`config.mk`:
```
export PLATFORM = sky130hd
export DESIGN_NAME = storeQueue
export DESIGN_NICKNAME = d
export VERILOG_FILES = /design/src/hw/sqPkg.sv /design/src/hw/rangeMaskGen.sv /design/src/hw/storeQueue.sv
export VERILOG_INCLUDE_DIRS = /design/src /design/src/include
export SDC_FILE = /design/constraint.sdc
export NUM_CORES = 1
export LEC_CHECK = 0
export BUFFER_PORTS_ARGS = -buffer_cell sky130_fd_sc_hd__buf_2
export CORE_AREA = 2 2 501 503
export CTS_BUF_LIST = sky130_fd_sc_hd__clkbuf_4 sky130_fd_sc_hd__clkbuf_8 sky130_fd_sc_hd__clkbuf_16
export DETAILED_ROUTE_END_ITERATION = 10
export DIE_AREA = 0 0 503 505
export GPL_TIMING_DRIVEN = 0
export MAX_ROUTING_LAYER = met4
export PLACE_DENSITY = 0.39
export REMOVE_ABC_BUFFERS = 1
export SYNTH_ARGS = -nofsm -noshare
export SYNTH_HDL_FRONTEND = slang
export SYNTH_SLANG_ARGS = --single-unit
```
`constraint.sdc`:
```
create_clock -name clk -period 6.3 [get_ports clk]
set_input_delay 0.63 -clock clk [delete_from_list [all_inputs] [get_ports clk]]
set_output_delay 0.63 -clock clk [all_outputs]
set_load 0.01 [all_outputs]
```
`src/include/sq_cfg.svh`:
```
`ifndef SQ_CFG_SVH
`define SQ_CFG_SVH

// Number of queue entries, power of two
`define SQ_SIZE 16

// Entry index width
`define SQ_IDX_BITS 4

// Index plus a wrap bit for age compares
`define SQN_BITS 5

`endif

```
`src/hw/sqPkg.sv`:
```
`default_nettype none
`include "sq_cfg.svh"

package sqPkg;

    typedef logic [`SQN_BITS-1:0] SqN;

    // From address generation
    typedef struct packed {
        logic valid;
        SqN storeSqN;
        logic [31:0] addr;
        logic [3:0] wmask;
    } StAddrOp;

    typedef struct packed {
        logic valid;
        SqN storeSqN;
        logic [31:0] data;
    } StDataOp;

    // storeSqN is the youngest store older than the load
    typedef struct packed {
        logic valid;
        SqN storeSqN;
        logic [31:0] addr;
        logic [1:0] size;
    } LdLookup;

    typedef struct packed {
        logic valid;
        logic [31:0] data;
        logic [3:0] mask;
        logic conflict;
    } FwdResult;

    // storeSqN is the last store that survives
    typedef struct packed {
        logic taken;
        SqN storeSqN;
    } BranchInfo;

    typedef struct packed {
        logic [29:0] addr;
        logic [3:0] wmask;
        logic [31:0] data;
        logic addrAvail;
        logic loaded;
    } SqEntry;

    // Store on its way to the cache
    typedef struct packed {
        logic valid;
        logic [31:0] addr;
        logic [31:0] data;
        logic [3:0] wmask;
    } SqOut;

endpackage

`default_nettype wire

```
`src/hw/rangeMaskGen.sv`:
```
`timescale 1ns/1ps
`default_nettype none

module rangeMaskGen #(
    parameter int numEntries = 16,
    parameter int inclusiveEnd = 0
) (
    input wire [$clog2(numEntries)-1:0] startIdx,
    input wire [$clog2(numEntries)-1:0] endIdx,
    input wire allOnes,
    input wire enable,
    output logic [numEntries-1:0] range
);

    always_comb begin
        logic afterStart;
        logic beforeEnd;
        for (int i = 0; i < numEntries; i++) begin
            afterStart = (i >= int'(startIdx));
            if (inclusiveEnd != 0)
                beforeEnd = (i <= int'(endIdx));
            else
                beforeEnd = (i < int'(endIdx));

            if (!enable)
                range[i] = 1'b0;
            else if (allOnes)
                range[i] = 1'b1;
            else if (startIdx <= endIdx)
                range[i] = afterStart && beforeEnd;
            else
                // Range wraps past the top
                range[i] = afterStart || beforeEnd;
        end
    end

endmodule

`default_nettype wire

```
`src/hw/storeQueue.sv`:
```
`timescale 1ns/1ps
`default_nettype none
`include "sq_cfg.svh"

module storeQueue (
    input wire clk,
    input wire rst,
    input wire sqPkg::StAddrOp stAddr,
    input wire sqPkg::StDataOp stData,
    input wire sqPkg::SqN comStSqN,
    input wire sqPkg::BranchInfo branch,
    input wire pop,
    output sqPkg::SqEntry entries[`SQ_SIZE],
    output sqPkg::SqN baseIndex,
    output logic [`SQ_SIZE-1:0] readyMask,
    output sqPkg::SqEntry headEntry,
    output logic headReady,
    output logic empty,
    output sqPkg::SqN maxStoreSqN
);
    import sqPkg::*;

    localparam SqN sqSize = SqN'(`SQ_SIZE);

    SqN nextBase;
    SqN branchDist;
    SqN branchFirst;
    SqN addrAge;
    SqN dataAge;
    logic [`SQ_IDX_BITS-1:0] headIdx;
    logic [`SQ_SIZE-1:0] readyNext;
    logic [`SQ_SIZE-1:0] invalMask;
    logic addrWrite;
    logic dataWrite;
    logic anyAvail;

    assign headIdx = baseIndex[`SQ_IDX_BITS-1:0];
    assign nextBase = baseIndex + SqN'(pop);
    assign headEntry = entries[headIdx];
    assign headReady = readyMask[headIdx] && entries[headIdx].loaded;

    // Committed range from the head up to comStSqN
    rangeMaskGen #(
        .numEntries(`SQ_SIZE),
        .inclusiveEnd(0)
    ) readyRangeGen (
        .startIdx(nextBase[`SQ_IDX_BITS-1:0]),
        .endIdx(comStSqN[`SQ_IDX_BITS-1:0]),
        .allOnes(SqN'(comStSqN - nextBase) == sqSize),
        .enable(1'b1),
        .range(readyNext)
    );

    // Entries after the branch store, up to the end of the ring
    assign branchDist = branch.storeSqN - baseIndex;
    assign branchFirst = branch.storeSqN + SqN'(1);

    rangeMaskGen #(
        .numEntries(`SQ_SIZE),
        .inclusiveEnd(0)
    ) invalRangeGen (
        .startIdx(branchFirst[`SQ_IDX_BITS-1:0]),
        .endIdx(headIdx),
        .allOnes($signed(branchDist) < 0),
        .enable(branch.taken && $signed(branchDist) < (`SQ_SIZE - 1)),
        .range(invalMask)
    );

    // Writes younger than a taken branch are dropped
    assign addrAge = stAddr.storeSqN - branch.storeSqN;
    assign dataAge = stData.storeSqN - branch.storeSqN;
    assign addrWrite = stAddr.valid && (!branch.taken || $signed(addrAge) <= 0);
    assign dataWrite = stData.valid && (!branch.taken || $signed(dataAge) <= 0);

    always_comb begin
        anyAvail = 1'b0;
        for (int i = 0; i < `SQ_SIZE; i++)
            if (entries[i].addrAvail)
                anyAvail = 1'b1;
    end

    always_ff @(posedge clk) begin
        if (rst) begin
            baseIndex <= '0;
            readyMask <= '0;
            empty <= 1'b1;
            maxStoreSqN <= sqSize - SqN'(1);
            for (int i = 0; i < `SQ_SIZE; i++) begin
                entries[i].addrAvail <= 1'b0;
                entries[i].loaded <= 1'b0;
            end
        end else begin
            if (pop) begin
                entries[headIdx].addrAvail <= 1'b0;
                entries[headIdx].loaded <= 1'b0;
            end

            if (dataWrite) begin
                entries[stData.storeSqN[`SQ_IDX_BITS-1:0]].data <= stData.data;
                entries[stData.storeSqN[`SQ_IDX_BITS-1:0]].loaded <= 1'b1;
            end

            if (addrWrite) begin
                entries[stAddr.storeSqN[`SQ_IDX_BITS-1:0]].addr <= stAddr.addr[31:2];
                entries[stAddr.storeSqN[`SQ_IDX_BITS-1:0]].wmask <= stAddr.wmask;
                entries[stAddr.storeSqN[`SQ_IDX_BITS-1:0]].addrAvail <= 1'b1;
            end

            // Branch wins over writes in the same cycle
            for (int i = 0; i < `SQ_SIZE; i++) begin
                if (invalMask[i]) begin
                    entries[i].addrAvail <= 1'b0;
                    entries[i].loaded <= 1'b0;
                end
            end

            baseIndex <= nextBase;
            readyMask <= readyNext;
            empty <= !anyAvail && !addrWrite;
            maxStoreSqN <= nextBase + sqSize - SqN'(1);
        end
    end

endmodule

`default_nettype wire

```
-- After elaboration in Yosys (flattened, before gate mapping)
Cells that the tools add are included.
- add/subtract/negate cells: 8
- order comparisons: 73
- equality and inequality tests: 1
- mux-type cells: 127
- reductions and logical operators: 89
- bitwise gates (word level): 3
- operators by type and width (kind ; number):
    $bwmux 1088 ; 7
    $mux 1088 ; 5
    $demux 68 s4 ; 7
    $bmux 68 s4 ; 1
    $mux 68 ; 3
    $mux 1 ; 99
    $ge 4x4->1 const A ; 14
    $lt 4x4->1 const A ; 14
    $logic_and 1x1->1 ; 38
    $mux 38 ; 1
    $mux 34 ; 1
    $ge 3x4->1 const A ; 8
    $logic_or 1x1->1 ; 32
    $lt 3x4->1 const A ; 8
    $reduce_or 2->1 ; 16
    $lt 5x1->1 const B ; 4
    $sub 5x5->5 ; 4
    $ge 1x4->1 const A ; 4
    $ge 2x4->1 const A ; 4
    $lt 1x4->1 const A ; 4
    $lt 2x4->1 const A ; 4
    $ge 5x5->1 const B ; 3
    $not 4->5 ; 3
    $le 5x1->1 const B ; 2
    11 further kinds ; 15
- register bits: 1115
- input port bits: 94
- output and inout port bits: 1184

-- Depth between registers and ports, before layout
Gate-level depths: netlist of the first run.
- word-level depth: 18
- gate-level depth with buffers: 13
- depth with buffers taken out: 11

-- Cells and area by module
Synthesis of the first run repeated with hierarchy kept, for this count alone.
- cell total of the unflattened synthesis: 2811
- area, all modules: 47959.7 µm²
- by module, submodules not included (module ; area each (µm²) ; seq. area each (µm²) ; times used ; cells each):
    storeQueue ; 46748.6 ; 32891.5 ; 1 ; 2623
    rangeMaskGen ; 605.6 ; 0.0 ; 2 ; 94

-- Worst setup path before layout of the first run
Ideal clock, no wire load.
- path type: in2reg
- start: input port branch[2] (netlist bit)
- end: register entries[34] (netlist bit), enable pin
- buffers on the path: 2
- data required time: 5832 ps
- stages: 9
- path slack: 1071 ps
- arrival time: 4762 ps
- cell sequence: clkbuf_1 inv_1 ha_1 or2_1 o311a_1 or3_1 o2111a_4 buf_6 nor3_1
- RTL lines (what ; line ; RTL):
    from (decl) ; storeQueue.sv:11 ; input wire sqPkg::BranchInfo branch,
    to (decl) ; storeQueue.sv:13 ; output sqPkg::SqEntry entries[`SQ_SIZE],

==> flow_metrics.env, run 1 <==
export IMPL_gp_congestion=0.843
export IMPL_area_delta_synth_final_pct=37.1
export IMPL_cts_buffer_depth=3
export IMPL_synth_cell_type_count=59
export IMPL_core_area_um2=248000
export IMPL_viasPerCell=4.42
export IMPL_cts_sinks=1115
export IMPL_first_global_vias=34627
export IMPL_ctsResizeCount=0
export IMPL_synth_main_ff_cell="edfxtp_1"
export IMPL_cts_tree="built"
export IMPL_port_buffers=1275
export IMPL_cts_inserted_buffers=140
export IMPL_instances_no_fill=7579
export IMPL_io_pins=1278
export IMPL_synth_top_area_share_pct=66.0
export IMPL_hold_viol=0
export IMPL_synth_edf_count=1056
export IMPL_cts_setup_buffers=0
export IMPL_ys_async_sr_fraction_pct=0
export IMPL_worstMarginPinSlew_ps=1260
export IMPL_synth_warning_count=0
export IMPL_fin_area_um2=65800
export IMPL_holdWs_ps=225
export IMPL_vdd_ir_drop_max_v=0.000209
export IMPL_crit_fanout=34
export IMPL_place_area_um2=61100
export IMPL_synth_area_leaders="edfxtp_1, mux4_2, and2_1"
export IMPL_insertion_delay_ps=780
export IMPL_drv_slew=0
export IMPL_r2r_slack_ps=1770
export IMPL_overflow=0
export IMPL_run_status="complete, no violations"
export IMPL_yosysTopAreaCell="edfxtp_1"
export IMPL_wl_per_cell_um=35.6
export IMPL_setup_violations=0
export IMPL_finalNetCount=4246
export IMPL_ant_nets=0
export IMPL_final_cell_mix="buf_2, edfxtp_1, and2_1, mux4_2, clkbuf_16"
export IMPL_clk_pin_slew_worst_paths_ps=60
export IMPL_htree_levels=4
export IMPL_initial_utilization_pct=19.4
export IMPL_cts_hold_buffers_added=0
export IMPL_grt_setup_unrepaired="false"
export IMPL_seq_area_frac_synth_pct=68.5
export IMPL_clock_root_buffer="clkbuf_16"
export IMPL_path_class="flop to output pin"
export IMPL_slew_limit_headroom_pct=15.9
export IMPL_finalSetupTns_ps=0
export IMPL_n_fill_cell=25725
export IMPL_wl_um=270000
export IMPL_drtIter0Drc=3090
export IMPL_antenna_found_initial=32
export IMPL_worst_ep_required_time_ps=5670
export IMPL_hp_class="primary input to flop"
export IMPL_post_route_drc_count=0
export IMPL_die_h_um=505
export IMPL_grt_use_total_pct=21.1
export IMPL_dp_cells=7306
export IMPL_grt_pass1_wl_um=349000
export IMPL_drv_cap=0
export IMPL_synth_cells=2715
export IMPL_post_route_cells_drive_above_1_share_pct=49.4
export IMPL_min_period_ps=4760
export IMPL_post_synth_cell_area_avg_um2=17.7
export IMPL_critPathArrivalTime_ps=4130
export IMPL_die_w_um=503
export IMPL_max_freq_mhz=210
export IMPL_period_share_pct=75.6
export IMPL_layout_commonest_cell="buf_2"
export IMPL_vias=33511
export IMPL_rows=183
export IMPL_end_kind="output pin"
export IMPL_synth_seq_cells=1115
export IMPL_grt_max_degree=64
export IMPL_power_density_nw_per_um2=272
export IMPL_critPathLaunchType="flop"
export IMPL_dr_pass1_iters=6
export IMPL_fin_skew_ps=23.1
export IMPL_power_leakage_nw=21.4
export IMPL_syn_area_um2=48000
export IMPL_dieArea_um2=254000
export IMPL_place_hpwl_um=213000
[worst paths after layout]
| path | startpoint | endpoint | cells after the start |
|---|---|---|---|
| max | baseIndex[0] | headEntry[18] | 6 |
| min reg2reg | entries[272] | entries[272] | 2 |
| max reg2reg | baseIndex[3] | readyMask[9] | 10 |
| min | stData[4] | entries[414] | 1 |
[state kept, by name, indices dropped and copies added (netlist names)]
register and count:
baseIndex 5, empty 1, entries 1088, maxStoreSqN 5, readyMask 16
[Yosys cell counts, drive strengths merged (2+ instances only)]
master,instances
a211oi,2
a21o,5
a21oi,59
a221oi,2
a222oi,2
a31oi,2
and2,483
and3,77
buf,41
clkbuf,158
dfxtp,59
edfxtp,1056
ha,33
inv,29
maj3,26
mux4,345
nand2,74
nand2b,17
nand3,24
nand3b,2
nand4,5
nor2,54
nor2b,10
nor3,32
nor4,8
o2111ai,15
o211ai,3
o21a,2
o21ai,42
o22ai,3
o311a,2
o31ai,4
or2,3
or3,4
or4,3
xnor2,8
xor2,8
[final cells by class]
class / instances / area [um^2] / share of cell area [%]
Tap cell: 3330 / 4170 / 6.33
Multi-Input combinational cell: 1372 / 14600 / 22.1
Antenna cell: 23 / 57.6 / 0.0874
Sequential cell: 1115 / 32900 / 50.0
Clock buffer: 182 / 3860 / 5.86
Timing Repair Buffer: 1460 / 9410 / 14.3
Inverter: 29 / 116 / 0.177
Clock inverter: 68 / 779 / 1.18
[routing by layer]
metal	up-vias	global-route usage, %	wire [um]
met3	317	6.83	24100
li1	13504	-	-
met1	18085	21.5	93400
met2	1605	37.5	142000
met4	0	7.77	10800
met5	-	-	0
[report_power, final]
| part | switching (W) | internal [W] | total [W] | leakage [nW] |
|---|---|---|---|---|
| clock | 0.00352 | 0.00468 | 0.00819 | 2.29 |
| combinational | 0.000886 | 0.000563 | 0.00145 | 10.3 |
| sequential | 0.0000922 | 0.00816 | 0.00825 | 8.89 |
| total | 0.00449 | 0.0134 | 0.0179 | 21.4 |
[cells by family (layout without fill, tap and decap cells)]
group                      Yosys count  in the layout  synth area share, %
DFF                               1115           1115                 68.5
and+or+nand+nor                    799            799                 9.82
adders and majority gates           60             60                 1.44
muxes                              345            345                 16.2
buffers and inverters              228           1739                 1.84
other                                0             23                    0
xor gates and xnor gates            16             16                0.292
AOI/OAI and AO/OA                  152            152                 1.96
[worst max-delay path: stages (launching register included)]
cell	delay [ps]
dfxtp_4	850
buf_16	340
buf_16	300
buf_16	280
mux4_2	600
mux4_2	560
buf_2	190
[per-stage QoR]
step | util [%] | worst slack [ps] | total power (W)
6_report | 26.5 | 1540 | 0.0179
4_1_cts | 26.5 | 1420 | 0.0181
3_5_place_dp | 24.6 | 959 | 0.00987
2_1_floorplan | - | -8870 | 0.00926
5_1_grt | 26.5 | 1300 | 0.0184
3_3_place_gp | 23.3 | -17330 | 0.0101
(Power assumes the default switching activity.)
==> run 2: changes to the inputs <==
CORE_AREA = 2 2 496 498   (was 2 2 501 503)
DIE_AREA = 0 0 498 500   (was 0 0 503 505)
PLACE_DENSITY = 0.4   (was 0.39)
clock period = 4.25 ns   (was 6.3 ns; I/O delays follow)
==> flow_metrics.env, run 2 (synthesized netlist as in run 1, its figures left out) <==
export IMPL_cts_tree="built"
export IMPL_critPathLaunchType="flop"
export IMPL_end_kind="output pin"
export IMPL_largest_registers="entries (1088), readyMask (16)"
export IMPL_min_period_ps=4120
export IMPL_r2r_slack_ps=280
export IMPL_cts_sinks=1115
export IMPL_finalNetCount=4275
export IMPL_wl_per_cell_um=35.0
export IMPL_clock_root_buffer="clkbuf_16"
export IMPL_cts_inserted_buffers=136
export IMPL_min_to="entries[94]"
export IMPL_port_buffers=1275
export IMPL_grt_pass1_wl_um=342000
export IMPL_slew_limit_headroom_pct=31.4
export IMPL_grt_use_total_pct=21.0
export IMPL_overflow=0
export IMPL_first_global_vias=34499
export IMPL_critPathArrivalTime_ps=3690
export IMPL_die_w_um=498
export IMPL_period_share_pct=96.9
export IMPL_htree_levels=4
export IMPL_met1_length_um=91300
export IMPL_rows=182
export IMPL_finalPower_w=0.0261
export IMPL_finalSetupTns_ps=0
export IMPL_wl_um=262000
export IMPL_dp_slack_ps=-576
export IMPL_power_leakage_nw=21.4
export IMPL_clk_pin_slew_worst_paths_ps=60
export IMPL_max_freq_mhz=243
export IMPL_dr_max_layer_used="met4"
export IMPL_worst_ep_required_time_ps=3830
export IMPL_drv_slew=0
export IMPL_setup_ws_ps=132
export IMPL_hp_start="stData[24]"
export IMPL_io_pins=1278
export IMPL_instances_no_fill=7495
export IMPL_largest_reg_flops=1088
export IMPL_place_hpwl_um=207000
export IMPL_grt_max_degree=64
export IMPL_insertion_delay_ps=790
export IMPL_rr_startpoint="baseIndex[3]"
export IMPL_post_route_drc_count=0
export IMPL_ant_nets=0
export IMPL_dr_pass1_iters=5
export IMPL_gp_congestion=0.846
export IMPL_wl_met3_um=23500
export IMPL_vdd_ir_drop_max_v=0.000265
export IMPL_cts_buffer_depth=3
export IMPL_reg2reg_to="readyMask[9]"
export IMPL_hp_class="primary input to flop"
export IMPL_worstMarginPinSlew_ps=1030
export IMPL_dieArea_um2=249000
export IMPL_routed_wl_met2_um=137000
export IMPL_die_h_um=500
export IMPL_antenna_found_initial=27
export IMPL_drv_cap=0
export IMPL_area_delta_synth_final_pct=36.7
export IMPL_final_cell_mix="buf_2, edfxtp_1, and2_1, mux4_2, clkbuf_16"
export IMPL_path_class="flop to output pin"
export IMPL_dp_cells=7194
export IMPL_power_density_nw_per_um2=397
export IMPL_grt_setup_unrepaired="false"
export IMPL_ff2ff_path_depth=10
export IMPL_layout_commonest_cell="buf_2"
export IMPL_fin_skew_ps=11.0
export IMPL_vias=33298
export IMPL_drtIter0Drc=2698
export IMPL_setup_violations=0
export IMPL_post_route_cells_drive_above_1_share_pct=48.9
export IMPL_run_status="complete, no violations"
export IMPL_crit_fanout=41
export IMPL_viasPerCell=4.44
export IMPL_hold_depth=1
export IMPL_hold_viol=0
export IMPL_fin_util_pct=26.9
export IMPL_largest_register="entries"
export IMPL_initial_utilization_pct=19.7
export IMPL_core_area_um2=244000
-- run 2: cell types whose count changed in the layout (fill, tap and decap cells not counted), sizes merged --
cell	change
dlygate4sd3	+32
clkbuf	-14
clkinv	+12
bufinv	-4
inv	+4
diode	-3
clkinvlp	-2
buf	+1
-- run 2: per-layer routing --
layer,global-route usage (%),up-vias
met4,8.07,0
met2,36.9,1604
met5,-,-
li1,-,13561
met1,21.5,17814
met3,7.11,319
-- run 2: timing repair --
item | in CTS | in global routing
setup buffers | 3 | 0
endpoints found under the setup margin | 48 | 27
hold buffers | 32 | 0
endpoints found under the hold margin | 368 | 0
gates resized for setup | 1 | 1
cloned | 0 | 0
-- run 2: how the worst max path moves through the flow --
stage | startpoint | endpoint | cells past startpoint
2_1_floorplan | baseIndex[0] | readyMask[15] | 10
3_3_place_gp | baseIndex[0] | readyMask[12] | 9
3_5_place_dp | branch[1] | entries[505] | 13
4_1_cts | baseIndex[1] | headEntry[67] | 6
5_1_grt | baseIndex[3] | readyMask[12] | 10
6_report | baseIndex[1] | headEntry[67] | 6
-- run 2: power breakdown --
part / total [W] / switching (W) / internal, W
registers: 0.0122 / 0.000119 / 0.0121
clock network: 0.0116 / 0.00521 / 0.00643
logic: 0.00220 / 0.00134 / 0.000863
total: 0.0261 / 0.00667 / 0.0194
-- run 2: area by class of cell --
cell class              instances  area, um^2
clock inverters                78         733
diodes                         20        50.0
clock buffers                 168        3660
repair buffers               1493        9590
well taps                    3220        4030
multi-input cells            1372       14600
flip-flops and latches       1115       32900
inverters                      29         116
fillers                     25091      179000
-- run 2: worst max-delay path: stages (launching register included) --
cell and delay, ps:
dfxtp_4 700, buf_12 290, buf_16 270, buf_16 280, mux4_2 420, mux4_2 550
buf_2 180
-- run 2: through the flow --
stage | cell area (um^2) | hold slack (ps)
floorplan | 47300 | 489
global placement | 57700 | 501
detailed placement | 60800 | 497
CTS | 65600 | 0.634
global route | 65600 | 41.7
finish | 65600 | 95.3
==> run 3: changes to the inputs <==
SYNTH_HIERARCHICAL = 1   (was default)
==> flow_metrics.env, run 3 <==
export IMPL_port_buffers=1275
export IMPL_worstMarginPinSlew_ps=1170
export IMPL_drv_cap=0
export IMPL_slowest_stage="dfxtp_4"
export IMPL_synth_edf_count=1056
export IMPL_cts_buffer_depth=3
export IMPL_post_route_drc_count=0
export IMPL_ys_async_sr_fraction_pct=0
export IMPL_hold_depth=1
export IMPL_ff2ff_path_depth=12
export IMPL_cts_tree="built"
export IMPL_synth_common_cells="edfxtp_1, nor3_1, mux4_2"
export IMPL_syn_area_um2=48000
export IMPL_place_area_um2=60900
export IMPL_seq_area_frac_synth_pct=68.6
export IMPL_synth_top_area_share_pct=66.1
export IMPL_cts_inserted_buffers=133
export IMPL_max_freq_mhz=238
export IMPL_fin_area_um2=65700
export IMPL_clk_pin_slew_worst_paths_ps=60
export IMPL_drtIter0Drc=3458
export IMPL_finalNetCount=4364
export IMPL_yosysTopAreaCell="edfxtp_1"
export IMPL_period_share_pct=98.7
export IMPL_power_density_nw_per_um2=404
export IMPL_antenna_found_initial=20
export IMPL_slew_limit_headroom_pct=21.4
export IMPL_use_met1_pct=22.9
export IMPL_grt_use_met2_pct=36.4
export IMPL_synth_cell_type_count=57
export IMPL_hold_viol=0
export IMPL_dr_pass1_iters=5
export IMPL_hp_start="stData[31]"
export IMPL_hp_class="primary input to flop"
export IMPL_reg2reg_to="entries[340]"
export IMPL_core_area_um2=244000
export IMPL_r2r_slack_ps=280
export IMPL_run_status="complete, no violations"
export IMPL_area_delta_synth_final_pct=37.1
export IMPL_path_buf_inv=4
export IMPL_viasPerCell=4.73
export IMPL_slowest_delay_ps=570
export IMPL_critical_path_top_delay_family="buffers and inverters"
export IMPL_largest_registers="entries (1088), readyMask (16)"
export IMPL_crit_fanout=53
export IMPL_largest_reg_flops=1088
export IMPL_insertion_delay_ps=790
export IMPL_synth_main_ff_cell="edfxtp_1"
export IMPL_grt_pass1_wl_um=350000
export IMPL_overflow=0
export IMPL_wl_um=268000
export IMPL_holdWs_ps=76.7
export IMPL_min_to="entries[917]"
export IMPL_fin_skew_ps=32.4
export IMPL_post_route_cells_drive_above_1_share_pct=50.0
export IMPL_grt_setup_unrepaired="true"
export IMPL_die_w_um=498
export IMPL_crit_chain="buf_16 -> buf_16 -> buf_16 -> mux4_2 -> mux4_2 -> buf_2"
export IMPL_post_synth_cell_area_avg_um2=17.1
export IMPL_path_class="flop to output pin"
export IMPL_gp_congestion=0.855
export IMPL_vias=35917
export IMPL_initial_utilization_pct=19.6
export IMPL_clock_root_buffer="clkbuf_16"
export IMPL_synth_most_common_cell="edfxtp_1"
export IMPL_cts_sinks=1115
export IMPL_drv_slew=0
export IMPL_busiest_layer="met2"
export IMPL_dieArea_um2=249000
export IMPL_rows=182
export IMPL_critPathLaunchType="flop"
export IMPL_synth_cells=2811
export IMPL_die_h_um=500
export IMPL_power_leakage_nw=20.5
export IMPL_critPathArrivalTime_ps=3770
export IMPL_htree_levels=4
export IMPL_setup_violations=0
export IMPL_synth_warning_count=6
export IMPL_synth_area_leaders="edfxtp_1, mux4_2, nor3_1"
export IMPL_worst_ep_required_time_ps=3830
export IMPL_layout_commonest_cell="buf_2"
export IMPL_grt_use_met3_pct=6.73
export IMPL_finalSetupTns_ps=0
export IMPL_ant_nets=0
export IMPL_final_cell_mix="buf_2, edfxtp_1, nor3_1, mux4_2, clkbuf_16"
export IMPL_end_kind="output pin"
export IMPL_place_hpwl_um=206000
export IMPL_first_global_vias=36695
export IMPL_vdd_ir_drop_max_v=0.000289
export IMPL_synth_seq_cells=1115
export IMPL_io_pins=1278
export IMPL_path_common_cell="buf_16"
export IMPL_largest_register="entries"
export IMPL_grt_max_degree=54
export IMPL_grt_use_total_pct=21.3
export IMPL_rr_startpoint="baseIndex[1]"
export IMPL_wl_per_cell_um=35.3
export IMPL_min_period_ps=4200
-- run 3: changes by cell type after synthesis, sizes merged, moves of 24 or more --
| cell | delta |
|---|---|
| and3 | -75 |
| clkbuf | -26 |
| and2 | -478 |
| nor3 | +578 |
| a21oi | -24 |
| nand2 | +28 |
| buf | +87 |
-- run 3: routing by layer --
metal / vias up / wire [um] / part of all wire, %
met5: - / 0 / 0
met2: 1975 / 136000 / 51
met1: 19241 / 96400 / 36
li1: 14316 / - / -
met3: 385 / 24000 / 9.0
met4: 0 / 11200 / 4.2
-- run 3: through the flow --
step	std cells	utilization (%)	total power, W	setup WS [ps]
5_1_grt	7581	26.9	0.0273	-22.6
4_1_cts	7565	26.9	0.0268	27.0
3_3_place_gp	7046	23.4	0.0152	-106670
6_report	7589	26.9	0.0266	54.4
2_1_floorplan	2551	-	0.0139	-28500
3_5_place_dp	7298	24.9	0.0150	-1070
-- run 3: how the worst max path moves through the flow --
stage | cells after the start | from | end
after global placement | 8 | branch[1] | entries[610]
after CTS | 12 | baseIndex[2] | entries[205]
after global routing | 6 | baseIndex[1] | headEntry[62]
after detailed placement | 13 | baseIndex[0] | readyMask[13]
after floorplan | 7 | branch[1] | entries[1000]
final | 6 | baseIndex[1] | headEntry[62]
-- run 3: worst register-to-register path, stage by stage (launching register included) --
cell	delay [ps]
dfxtp_4	570
buf_16	320
inv_1	160
fa_1	440
a21o_1	170
a21oi_1	230
xnor2_2	170
o31a_1	370
clkinv_1	420
nor3_1	590
nor3_1	200
nand2_1	120
o21ai_0	80
-- run 3: power breakdown --
part	switching, W	total, W	internal [W]	leakage, nW
sequential	0.000109	0.0122	0.0121	8.89
combinational	0.00167	0.00265	0.000980	9.41
clock	0.00502	0.0117	0.00669	2.19
-- run 3: cell families (layout without fill, tap and decap cells) --
| group | Yosys count | after routing | synth area share [%] |
|---|---|---|---|
| and+or+nand+nor | 867 | 867 | 9.01 |
| buffers and inverters | 292 | 1826 | 2.90 |
| AOI/OAI and AO/OA | 131 | 132 | 1.91 |
| adders and majority gates | 39 | 39 | 0.981 |
| xor gates and xnor gates | 21 | 21 | 0.412 |
| muxes | 345 | 345 | 16.2 |
| DFF | 1115 | 1115 | 68.6 |
| other | 1 | 24 | 0.00782 |
-- run 3: repair_timing --
item                       CTS  global route
setup buffers                4             1
pin swaps                    0             2
setup endpoints to repair   70            39
gates cloned                 0             2
hold endpoints to repair   283             0
hold buffers                23             0
resized for setup            4             6
-- run 3: layout make-up --
type,count,area (um^2)
inverters,32,128
fillers,25182,179000
flip-flops and latches,1115,32900
diodes,23,57.6
multi-input cells,1405,14100
clock buffers,168,3680
clock inverters,72,703
repair buffers,1554,10200
well taps,3220,4030
